--- config.mk ---
export PLATFORM = sky130hd
export DESIGN_NAME = frontend_top
export DESIGN_NICKNAME = d
export VERILOG_FILES = /design/src/rtl/core_pkg.sv /design/src/rtl/frontend_top.sv /design/src/rtl/inst_window.sv /design/src/rtl/context_manager.sv /design/src/rtl/decode.sv /design/src/rtl/fetch.sv
export SDC_FILE = /design/constraint.sdc
export NUM_CORES = 1
export LEC_CHECK = 0
export ABC_AREA = 1
export BUFFER_PORTS_ARGS = -buffer_cell sky130_fd_sc_hd__buf_4
export CORE_UTILIZATION = 49
export DETAILED_ROUTE_END_ITERATION = 10
export PLACE_DENSITY_LB_ADDON = 0.25
export SYNTH_ARGS = -nofsm -noshare
export SYNTH_HDL_FRONTEND = slang
export SYNTH_HIERARCHICAL = 1
export SYNTH_SLANG_ARGS = --single-unit
--- constraint.sdc ---
create_clock -name clk -period 5.1 [get_ports clk]
set_input_delay 0.51 -clock clk [delete_from_list [all_inputs] [get_ports clk]]
set_output_delay 0.51 -clock clk [all_outputs]
set_load 0.05 [all_outputs]
--- src/rtl/core_pkg.sv ---
`default_nettype none

package core_pkg;

    typedef logic [31:0] word_t;
    typedef logic [31:0] inst_t;
    // One-hot speculation context
    typedef logic [3:0]  ctx_t;
    typedef logic [6:0]  opecode_t;
    typedef logic [2:0]  func3_t;
    typedef logic [6:0]  func7_t;
    // Bit 5 selects the float file, zero means unused
    typedef logic [5:0]  vreg_t;
    typedef logic [7:0]  exec_type_t;

    // RV32 encodings, custom space for FPU and I/O
    localparam opecode_t OP_ALU    = 7'b0110011;
    localparam opecode_t OP_ALUI   = 7'b0010011;
    localparam opecode_t OP_FPU    = 7'b1010011;
    localparam opecode_t OP_MEML   = 7'b0000011;
    localparam opecode_t OP_MEMS   = 7'b0100011;
    localparam opecode_t OP_FMEML  = 7'b0000111;
    localparam opecode_t OP_FMEMS  = 7'b0100111;
    localparam opecode_t OP_JAL    = 7'b1101111;
    localparam opecode_t OP_JALR   = 7'b1100111;
    localparam opecode_t OP_BRANCH = 7'b1100011;
    localparam opecode_t OP_LUI    = 7'b0110111;
    localparam opecode_t OP_AUIPC  = 7'b0010111;
    localparam opecode_t OP_INPUT  = 7'b0001011;
    localparam opecode_t OP_OUTPUT = 7'b0101011;

    // Bit positions in exec_type_t
    localparam int EX_ALU     = 0;
    localparam int EX_ALU_EXT = 1;
    localparam int EX_FPU     = 2;
    localparam int EX_MEM     = 3;
    localparam int EX_JUMP    = 4;
    localparam int EX_BRANCH  = 5;
    localparam int EX_SUBST   = 6;
    localparam int EX_IO      = 7;

    localparam int   WINDOW_DEPTH = 4;
    localparam ctx_t CTX_RESET    = 4'b0001;

    typedef logic [$clog2(WINDOW_DEPTH)-1:0]   win_ptr_t;
    typedef logic [$clog2(WINDOW_DEPTH+1)-1:0] win_cnt_t;

    typedef enum logic [1:0] {
        CM_RUN,
        CM_SPEC,
        CM_WAIT_JUMP
    } cm_state_t;

endpackage

`default_nettype wire
--- src/rtl/frontend_top.sv ---
`timescale 1ns/1ns
`default_nettype none

module frontend_top
    import core_pkg::*;
(
    input  logic       clk,
    input  logic       rst,
    input  inst_t      instr,
    output word_t      imem_addr,
    input  logic       resolve,
    input  logic       resolve_taken,
    input  logic       jump_target,
    input  word_t      jump_pc,
    input  logic       take,
    output logic       head_valid,
    output exec_type_t head_exec_type,
    output vreg_t      head_va_rs1,
    output vreg_t      head_va_rs2,
    output vreg_t      head_va_rd,
    output word_t      head_imm,
    output func3_t     head_func3,
    output func7_t     head_func7,
    output logic       head_io_type,
    output ctx_t       head_ctx,
    output ctx_t       head_ctx_b_t,
    output ctx_t       head_ctx_b_f
);

    word_t      pc;
    ctx_t       ctx;
    logic       fetch_valid;
    logic       load;
    word_t      load_pc;
    ctx_t       load_ctx;
    logic       hold;
    logic       stop;
    logic       done;
    logic       next_pc_ready;
    logic       branch;
    logic       jalr;
    word_t      next_pc;
    word_t      next_pc_f;
    exec_type_t exec_type;
    vreg_t      va_rs1;
    vreg_t      va_rs2;
    vreg_t      va_rd;
    word_t      imm;
    func3_t     func3;
    func7_t     func7;
    logic       io_type;
    ctx_t       entry_ctx;
    ctx_t       ctx_b_t;
    ctx_t       ctx_b_f;
    logic       branch_hazard;
    ctx_t       hazard_context_info;
    ctx_t       context_b_t;
    ctx_t       context_b_f;
    logic       spec_busy;
    logic       decode_able;

    fetch u_fetch (.*);

    decode u_decode (
        .context_in (ctx),
        .*
    );

    context_manager u_context_manager (.*);

    // Decoded instructions enter the window on done
    inst_window u_inst_window (
        .wr (done),
        .*
    );

endmodule

`default_nettype wire

--- src/rtl/inst_window.sv ---
`timescale 1ns/1ns
`default_nettype none

module inst_window
    import core_pkg::*;
(
    input  logic       clk,
    input  logic       rst,
    input  logic       wr,
    input  exec_type_t exec_type,
    input  vreg_t      va_rs1,
    input  vreg_t      va_rs2,
    input  vreg_t      va_rd,
    input  word_t      imm,
    input  func3_t     func3,
    input  func7_t     func7,
    input  logic       io_type,
    input  ctx_t       entry_ctx,
    input  ctx_t       ctx_b_t,
    input  ctx_t       ctx_b_f,
    input  logic       spec_busy,
    input  logic       branch,
    input  logic       branch_hazard,
    input  ctx_t       hazard_context_info,
    input  logic       take,
    output logic       decode_able,
    output logic       head_valid,
    output exec_type_t head_exec_type,
    output vreg_t      head_va_rs1,
    output vreg_t      head_va_rs2,
    output vreg_t      head_va_rd,
    output word_t      head_imm,
    output func3_t     head_func3,
    output func7_t     head_func7,
    output logic       head_io_type,
    output ctx_t       head_ctx,
    output ctx_t       head_ctx_b_t,
    output ctx_t       head_ctx_b_f
);

    exec_type_t              exec_mem  [WINDOW_DEPTH];
    vreg_t                   rs1_mem   [WINDOW_DEPTH];
    vreg_t                   rs2_mem   [WINDOW_DEPTH];
    vreg_t                   rd_mem    [WINDOW_DEPTH];
    word_t                   imm_mem   [WINDOW_DEPTH];
    func3_t                  func3_mem [WINDOW_DEPTH];
    func7_t                  func7_mem [WINDOW_DEPTH];
    logic                    io_mem    [WINDOW_DEPTH];
    ctx_t                    ctx_mem   [WINDOW_DEPTH];
    ctx_t                    ctx_t_mem [WINDOW_DEPTH];
    ctx_t                    ctx_f_mem [WINDOW_DEPTH];
    logic [WINDOW_DEPTH-1:0] valid_q;
    logic [WINDOW_DEPTH-1:0] spec_q;
    win_ptr_t                head_q;
    win_ptr_t                tail_q;
    win_cnt_t                count_q;
    logic                    full;
    logic                    pop;

    assign full        = (count_q == win_cnt_t'(WINDOW_DEPTH));
    assign decode_able = !full && !(branch && spec_busy);
    assign head_valid  = (count_q != '0) && valid_q[head_q];
    // Flushed slots drain at the head without a take
    assign pop         = (count_q != '0) && (take || !valid_q[head_q]);

    always_ff @(posedge clk) begin
        if (rst) begin
            head_q  <= '0;
            tail_q  <= '0;
            count_q <= '0;
            valid_q <= '0;
            spec_q  <= '0;
        end else begin
            for (int i = 0; i < WINDOW_DEPTH; i++) begin
                // Only entries younger than the open branch can be flushed
                if (branch_hazard && spec_q[i] && |(ctx_mem[i] & hazard_context_info)) begin
                    valid_q[i] <= 1'b0;
                end
                if (!spec_busy) begin
                    spec_q[i] <= 1'b0;
                end
            end
            if (wr) begin
                valid_q[tail_q] <= 1'b1;
                spec_q[tail_q]  <= spec_busy;
                tail_q          <= tail_q + 1'b1;
            end
            if (pop) begin
                head_q <= head_q + 1'b1;
            end
            count_q <= count_q + win_cnt_t'(wr) - win_cnt_t'(pop);
        end
    end

    always_ff @(posedge clk) begin
        if (wr) begin
            exec_mem[tail_q]  <= exec_type;
            rs1_mem[tail_q]   <= va_rs1;
            rs2_mem[tail_q]   <= va_rs2;
            rd_mem[tail_q]    <= va_rd;
            imm_mem[tail_q]   <= imm;
            func3_mem[tail_q] <= func3;
            func7_mem[tail_q] <= func7;
            io_mem[tail_q]    <= io_type;
            ctx_mem[tail_q]   <= entry_ctx;
            ctx_t_mem[tail_q] <= ctx_b_t;
            ctx_f_mem[tail_q] <= ctx_b_f;
        end
    end

    assign head_exec_type = exec_mem[head_q];
    assign head_va_rs1    = rs1_mem[head_q];
    assign head_va_rs2    = rs2_mem[head_q];
    assign head_va_rd     = rd_mem[head_q];
    assign head_imm       = imm_mem[head_q];
    assign head_func3     = func3_mem[head_q];
    assign head_func7     = func7_mem[head_q];
    assign head_io_type   = io_mem[head_q];
    assign head_ctx       = ctx_mem[head_q];
    assign head_ctx_b_t   = ctx_t_mem[head_q];
    assign head_ctx_b_f   = ctx_f_mem[head_q];

endmodule

`default_nettype wire

--- src/rtl/context_manager.sv ---
`timescale 1ns/1ns
`default_nettype none

module context_manager
    import core_pkg::*;
(
    input  logic  clk,
    input  logic  rst,
    input  logic  done,
    input  logic  next_pc_ready,
    input  logic  branch,
    input  logic  jalr,
    input  word_t next_pc,
    input  word_t next_pc_f,
    input  ctx_t  ctx,
    input  logic  resolve,
    input  logic  resolve_taken,
    input  logic  jump_target,
    input  word_t jump_pc,
    output logic  load,
    output word_t load_pc,
    output ctx_t  load_ctx,
    output logic  stop,
    output logic  hold,
    output logic  branch_hazard,
    output ctx_t  hazard_context_info,
    output ctx_t  context_b_t,
    output ctx_t  context_b_f,
    output logic  spec_busy
);

    cm_state_t state_q;
    logic      jump_spec_q;
    logic      pred_taken_q;
    ctx_t      pred_ctx_q;
    word_t     alt_pc_q;
    ctx_t      alt_ctx_q;
    ctx_t      free_ctx;
    ctx_t      rest_ctx;
    word_t     offset;
    logic      predict_taken;
    logic      mispredict;
    logic      commit;

    // Lowest two bits other than the current context
    assign free_ctx    = ~ctx;
    assign context_b_t = free_ctx & (~free_ctx + ctx_t'(1));
    assign rest_ctx    = free_ctx & ~context_b_t;
    assign context_b_f = rest_ctx & (~rest_ctx + ctx_t'(1));

    // Backward branches predicted taken
    assign offset        = next_pc - next_pc_f + 32'd4;
    assign predict_taken = offset[31];

    assign spec_busy  = (state_q == CM_SPEC) || (state_q == CM_WAIT_JUMP && jump_spec_q);
    assign mispredict = resolve && spec_busy && (resolve_taken != pred_taken_q);
    assign commit     = resolve && spec_busy && !mispredict;

    assign branch_hazard       = mispredict;
    assign hazard_context_info = mispredict ? pred_ctx_q : '0;

    assign stop = done && jalr;
    assign hold = !(done && next_pc_ready);

    always_comb begin
        load     = 1'b0;
        load_pc  = next_pc;
        load_ctx = ctx;
        if (mispredict) begin
            load     = 1'b1;
            load_pc  = alt_pc_q;
            load_ctx = alt_ctx_q;
        end else if (state_q == CM_WAIT_JUMP && jump_target) begin
            load    = 1'b1;
            load_pc = jump_pc;
        end else if (done && branch) begin
            load     = 1'b1;
            load_pc  = predict_taken ? next_pc : next_pc_f;
            load_ctx = predict_taken ? context_b_t : context_b_f;
        end else if (done && next_pc_ready && next_pc != next_pc_f) begin
            // JAL
            load = 1'b1;
        end
    end

    always_ff @(posedge clk) begin
        if (rst) begin
            state_q     <= CM_RUN;
            jump_spec_q <= 1'b0;
        end else if (mispredict) begin
            // A pending JALR was on the wrong path
            state_q <= CM_RUN;
        end else begin
            case (state_q)
                CM_RUN: begin
                    if (done && jalr) begin
                        state_q     <= CM_WAIT_JUMP;
                        jump_spec_q <= 1'b0;
                    end else if (done && branch) begin
                        state_q <= CM_SPEC;
                    end
                end
                CM_SPEC: begin
                    if (done && jalr) begin
                        state_q     <= CM_WAIT_JUMP;
                        jump_spec_q <= !commit;
                    end else if (commit) begin
                        state_q <= CM_RUN;
                    end
                end
                default: begin
                    if (commit) begin
                        jump_spec_q <= 1'b0;
                    end
                    if (jump_target) begin
                        state_q <= (jump_spec_q && !commit) ? CM_SPEC : CM_RUN;
                    end
                end
            endcase
        end
    end

    // Path not followed, restored on a misprediction
    always_ff @(posedge clk) begin
        if (done && branch) begin
            pred_taken_q <= predict_taken;
            pred_ctx_q   <= predict_taken ? context_b_t : context_b_f;
            alt_pc_q     <= predict_taken ? next_pc_f : next_pc;
            alt_ctx_q    <= predict_taken ? context_b_f : context_b_t;
        end
    end

endmodule

`default_nettype wire

--- src/rtl/decode.sv ---
`timescale 1ns/1ns
`default_nettype none

module decode
    import core_pkg::*;
(
    input  logic       fetch_valid,
    input  inst_t      instr,
    input  word_t      pc,
    input  ctx_t       context_in,
    input  logic       branch_hazard,
    input  ctx_t       hazard_context_info,
    input  ctx_t       context_b_t,
    input  ctx_t       context_b_f,
    input  logic       decode_able,
    output logic       done,
    output logic       next_pc_ready,
    output logic       branch,
    output logic       jalr,
    output word_t      next_pc,
    output word_t      next_pc_f,
    output exec_type_t exec_type,
    output vreg_t      va_rs1,
    output vreg_t      va_rs2,
    output vreg_t      va_rd,
    output word_t      imm,
    output func3_t     func3,
    output func7_t     func7,
    output logic       io_type,
    output ctx_t       entry_ctx,
    output ctx_t       ctx_b_t,
    output ctx_t       ctx_b_f
);

    opecode_t opecode;
    logic     alu;
    logic     alu_imm;
    logic     alu_ext;
    logic     fpu;
    logic     mem;
    logic     subst;
    logic     io;
    logic     float_op;
    logic     rs1_float;
    logic     rd_float;
    logic     no_use_rd;
    logic     no_use_rs1;
    logic     no_use_rs2;
    word_t    imm_i;
    word_t    imm_s;
    word_t    imm_b;
    word_t    imm_j;
    word_t    imm_u;

    assign opecode = instr[6:0];

    // Instruction classes
    assign alu     = (opecode == OP_ALU) || (opecode == OP_ALUI);
    assign alu_imm = (opecode == OP_ALUI);
    assign alu_ext = (opecode == OP_ALU) && instr[25];
    assign fpu     = (opecode == OP_FPU);
    assign mem     = (opecode == OP_MEML) || (opecode == OP_MEMS)
                  || (opecode == OP_FMEML) || (opecode == OP_FMEMS);
    assign jalr    = (opecode == OP_JALR);
    assign branch  = (opecode == OP_BRANCH);
    assign subst   = (opecode == OP_LUI) || (opecode == OP_JAL) || (opecode == OP_AUIPC);
    assign io      = (opecode == OP_INPUT) || (opecode == OP_OUTPUT);

    assign func3 = ((opecode == OP_JAL) || (opecode == OP_AUIPC)) ? '0 : instr[14:12];

    // Shift immediates keep func7 as the shift kind
    assign func7 = (mem || jalr || branch || subst || (alu_imm && func3[1:0] != 2'b01))
                 ? '0 : instr[31:25];

    // Float register file selection
    assign float_op  = fpu || (opecode == OP_FMEML) || (opecode == OP_FMEMS)
                    || (io && func7[5]);
    assign rs1_float = float_op && !mem && (!func7[6] || (func7[3] ^ func7[4]) || io);
    assign rd_float  = float_op && (!func7[6] || !(func7[3] ^ func7[4]) || io);

    assign no_use_rd  = (opecode == OP_MEMS) || (opecode == OP_FMEMS)
                     || (opecode == OP_OUTPUT) || branch;
    assign no_use_rs1 = subst || (opecode == OP_INPUT);
    assign no_use_rs2 = !((opecode == OP_ALU) || branch || (opecode == OP_MEMS)
                       || (opecode == OP_FMEMS) || (fpu && !func7[5]));

    assign va_rd  = no_use_rd  ? '0 : {rd_float, instr[11:7]};
    assign va_rs1 = no_use_rs1 ? '0 : {rs1_float, instr[19:15]};
    assign va_rs2 = no_use_rs2 ? '0 : {float_op, instr[24:20]};

    // I, S, B, J and U immediates
    assign imm_i = {{20{instr[31]}}, instr[31:20]};
    assign imm_s = {{20{instr[31]}}, instr[31:25], instr[11:7]};
    assign imm_b = {{19{instr[31]}}, instr[31], instr[7], instr[30:25], instr[11:8], 1'b0};
    assign imm_j = {{11{instr[31]}}, instr[31], instr[19:12], instr[20], instr[30:21], 1'b0};
    assign imm_u = {instr[31:12], 12'b0};

    always_comb begin
        case (opecode)
            OP_ALUI, OP_MEML, OP_FMEML, OP_JALR: imm = imm_i;
            OP_MEMS, OP_FMEMS:                   imm = imm_s;
            // Link value for JAL
            OP_JAL:                              imm = next_pc_f;
            OP_LUI:                              imm = imm_u;
            OP_AUIPC:                            imm = imm_u + pc;
            default:                             imm = '0;
        endcase
    end

    always_comb begin
        exec_type             = '0;
        exec_type[EX_ALU]     = alu && !alu_ext;
        exec_type[EX_ALU_EXT] = alu_ext;
        exec_type[EX_FPU]     = fpu;
        exec_type[EX_MEM]     = mem;
        exec_type[EX_JUMP]    = jalr;
        exec_type[EX_BRANCH]  = branch;
        exec_type[EX_SUBST]   = subst;
        exec_type[EX_IO]      = io;
    end

    assign io_type = (io || mem) && opecode[5];

    // Wrong-path instructions are dropped in the hazard cycle
    assign done = fetch_valid && decode_able
               && !(branch_hazard && |(context_in & hazard_context_info));

    assign entry_ctx = context_in;
    assign ctx_b_t   = context_b_t;
    assign ctx_b_f   = context_b_f;

    assign next_pc_ready = done && (alu || fpu || mem || subst || io);
    assign next_pc_f     = pc + 32'd4;
    assign next_pc       = (opecode == OP_JAL) ? pc + imm_j
                         : branch              ? pc + imm_b
                         :                       next_pc_f;

endmodule

`default_nettype wire

--- src/rtl/fetch.sv ---
`timescale 1ns/1ns
`default_nettype none

module fetch
    import core_pkg::*;
(
    input  logic  clk,
    input  logic  rst,
    input  logic  load,
    input  word_t load_pc,
    input  ctx_t  load_ctx,
    input  logic  hold,
    input  logic  stop,
    output word_t pc,
    output ctx_t  ctx,
    output logic  fetch_valid,
    output word_t imem_addr
);

    always_ff @(posedge clk) begin
        if (rst) begin
            pc          <= '0;
            ctx         <= CTX_RESET;
            fetch_valid <= 1'b1;
        end else if (load) begin
            // Redirect also resumes fetch after a JALR
            pc          <= load_pc;
            ctx         <= load_ctx;
            fetch_valid <= 1'b1;
        end else begin
            if (!hold) begin
                pc <= pc + 32'd4;
            end
            if (stop) begin
                fetch_valid <= 1'b0;
            end
        end
    end

    // Combinational instruction memory read
    assign imem_addr = pc;

endmodule

`default_nettype wire

==> impl_metrics.json <==
{
  "outcome": "finished clean",
  "synth_top_family_by_area": "simple AND/OR/NAND/NOR gates",
  "path_common_cell": "nand2_1",
  "cts_tree": "done",
  "ys_async_sr_fraction_pct": 0,
  "fin_ws_ns": 0.354,
  "powerDensity_mw_per_mm2": 470,
  "drv_slew": 0,
  "die_w_um": 239,
  "yosys.area.top_type": "edfxtp_1",
  "htree_num_levels": 2,
  "drt_iter0_markers": 2757,
  "p_clk_share_pct": 21.4,
  "grt_max_degree": 163,
  "die_area_mm2": 0.0573,
  "switching_share_pct": 43.8,
  "synth_mux_area_share_pct": 0,
  "hold_class": "input port to flip-flop",
  "syn_inst": 3558,
  "fin_crit_ns": 4.75,
  "power.leakage_uw": 0.0140,
  "synth_edf_count": 365,
  "place_ws_ns": 0.0279,
  "critPathMaxFanout": 18,
  "cpLargestDelayFamily": "simple AND/OR/NAND/NOR gates",
  "synthTopCellsByCount": "nand2_1 (911), inv_1 (426), nor2_1 (396), edfxtp_1 (365), o21ai_0 (286)",
  "setup_viol": 0,
  "synth_area_per_cell_um2": 7.76,
  "ys_warn_count": 6,
  "fin_crit_sh_pct": 93.1,
  "pwr-share-comb_pct": 44.8,
  "syn2layout_area_growth_pct": 15.2,
  "critical-path-slowest-cell": "dfxtp_2",
  "critPathLaunchType": "flip-flop",
  "cts_made_buffers": 44,
  "place.gp.congestion": 1.11,
  "drive_above_1_share_pct": 14.2,
  "yosysMostFrequentCell": "nand2_1",
  "drc": 0,
  "core_mm2": 0.0554,
  "peakVddDrop_mv": 0.621,
  "first_global_vias": 23700,
  "ios": 184,
  "grt_setup_unrepaired": "false",
  "crit_path_end": "u_fetch/imem_addr[26]$_SDFFE_PP0N_",
  "cp.depth": 33,
  "hold_viol": 0,
  "slowest_delay_ns": 0.42,
  "drtAntennaViolNets": 0,
  "fin_hold_ws_ns": 0.228,
  "pwr-share-seq_pct": 33.8,
  "yosys.area_share.simple_pct": 26.9,
  "start_util_pct": 49.8,
  "cp-startpoint": "u_fetch/imem_addr[19]$_SDFFE_PP0N_",
  "track_usage_pct": 33.3,
  "ys.flop_type": "edfxtp_1",
  "grt.overflow.total": 0,
  "wl_per_cell_um": 21.0,
  "syn_nets": 3754,
  "ff2ff_path_depth": 33,
  "clockBufferDepth": 3,
  "syn_area_mm2": 0.0276,
  "synth-compound-area-share_pct": 12.2,
  "nets": 3980,
  "fp.dieH_um": 239,
  "synth_seq_cells": 422,
  "crit_buf_inv": 5,
  "cap_violations": 0,
  "arrival_ns": 5.22,
  "synth_cell_type_count": 62,
  "cts_hold_buf": 0,
  "fin_skew_ns": 0.0359,
  "regToRegEndpoint": "u_fetch/imem_addr[26]$_SDFFE_PP0N_",
  "fin_area_mm2": 0.0318,
  "grt_pass1_wl_um": 143000,
  "cts_sinks": 422,
  "worst_slew_pin_slew_ns": 0.951,
  "synth-xor-area-share_pct": 1.22,
  "root_buffer": "clkbuf_16",
  "path_clk_slew_ns": 0.07,
  "rr_startpoint": "u_fetch/imem_addr[19]$_SDFFE_PP0N_",
  "final.fill_count": 5155,
  "row_count": 86,
  "path_class": "flip-flop to flip-flop",
  "num_vias": 25900,
  "antenna_found_initial": 1,
  "io_buffers": 183,
  "internal_power_uw": 8390,
  "synth-adder-area-share_pct": 5.82,
  "synth.top_cell.area_share_pct": 39.7,
  "worstPathRequired_ns": 5.57,
  "finalSetupTns_ns": 0,
  "max_clock_freq_mhz": 211,
  "critPathCaptureType": "flip-flop",
  "max_slew_margin_pct": 36.6,
  "place_area_mm2": 0.0303,
  "clk_latency_ns": 0.60,
  "ff2ff_setup_slack_ns": 0.35,
  "power.switching_uw": 6550,
  "ys_seq_area_share_pct": 43.8,
  "firstDrtPassIters": 6,
  "ys_top_cells_by_area": "edfxtp_1 (40%), nand2_1 (12%), inv_1 (5.8%)",
  "hpwl_um": 73400,
  "routed_wl_um": 96000,
  "holdPathStages": 4,
  "vias_per_cell": 5.66
}
==> how the worst min path moves through the flow <==
stage / start / end / slack, ns
CTS: jump_target / u_context_manager/state_q[1]$_SDFFE_PP0P_ / 0.20
floorplan: u_inst_window/spec_q[2]$_SDFF_PP0_ / u_inst_window/spec_q[2]$_SDFF_PP0_ / 0.44
global placement: u_inst_window/spec_q[2]$_SDFF_PP0_ / u_inst_window/spec_q[2]$_SDFF_PP0_ / 0.45
finish: jump_target / u_context_manager/state_q[1]$_SDFFE_PP0P_ / 0.23
global route: jump_target / u_context_manager/state_q[1]$_SDFFE_PP0P_ / 0.25
detailed placement: u_inst_window/spec_q[2]$_SDFF_PP0_ / u_inst_window/spec_q[2]$_SDFF_PP0_ / 0.46
==> cells by family after synthesis <==
| family | Yosys count |
|---|---|
| flops | 422 |
| buf+inv | 623 |
| compound gates | 623 |
| simple gates | 1728 |
| fa+ha+maj | 126 |
| xor+xnor | 35 |
| other cells | 1 |
==> metrics by stage <==
step                instances  total power, µW  util, %
floorplan                3558             9690        -
global placement         4484            11700     54.7
detailed placement       4484            11800     54.7
CTS                      4563            15000     57.3
global route             4565            15600     57.4
finish                   4566            14900     57.4
==> registers in the layout, indices dropped and copies added, names as in the netlist, 12 cells and up, named ones only <==
register and count:
u_inst_window/imm_mem 128, u_inst_window/func3_mem 12, u_inst_window/ctx_f_mem 16, u_inst_window/func7_mem 28, u_inst_window/exec_mem 32, u_inst_window/rs1_mem 24, u_inst_window/rs2_mem 24, u_inst_window/ctx_mem 16
u_context_manager/alt_pc_q 32, u_inst_window/rd_mem 24, u_inst_window/ctx_t_mem 16, u_fetch/imem_addr 32
==> final cells by class <==
type	instances	area, µm²	share of cell area, %
diodes	1	2.50	0.00787
clock buffers	54	1180	3.71
clock inverters	25	258	0.810
inverters	446	1700	5.33
multi-input cells	2513	12800	40.2
flip-flops and latches	422	12100	38.1
well taps	748	936	2.94
repair buffers	357	2840	8.94
==> tightest hold or removal path: stages <==
cell and delay, ns:
buf_4 0.07, inv_1 0.05, nand2_1 0.07, a21oi_1 0.06
==> power by group through the flow <==
stage	registers, µW	clock network [µW]	logic, µW
final	5060	3190	6700
after global routing	5130	3360	7110
after CTS	5060	3240	6690
after detailed placement	5120	0	6670
after global placement	5110	0	6620
after floorplan	5080	0	4610
==> placed cells by master, fill, tap and decap left out, types with 9 or more instances in the layout <==
cell and n:
nand2_1 909, inv_1 421, nor2_1 394, edfxtp_1 365, buf_4 344, o21ai_0 284
nand3_1 226, a21oi_1 144, ha_1 121, o22ai_1 85, nand4_1 70, o21ai_1 56
dfxtp_1 50, clkbuf_16 45, nor3_1 27, xor2_1 22, nand2_2 19, inv_2 16
nor2_2 15, nand3b_1 13, buf_12 13, clkinv_2 12, nor2_4 12, o21bai_1 12
nand3_2 9, xnor2_1 9, a31oi_1 9
==> routing by layer <==
metal | vias to the layer above | track usage, % | part of all wire (%)
met1 | 12100 | 43.1 | 40
li1 | 12300 | - | -
met5 | - | 0 | 0
met4 | 0 | 18.8 | 6.0
met3 | 242 | 5.87 | 8.8
met2 | 1254 | 52.6 | 45
==> what timing repair did <==
item | in CTS | in global routing
setup buffers | 0 | 2
setup endpoints to repair | 0 | 76
gates resized for setup | 0 | 19
Note: power is estimated with default switching activity, not from simulation.
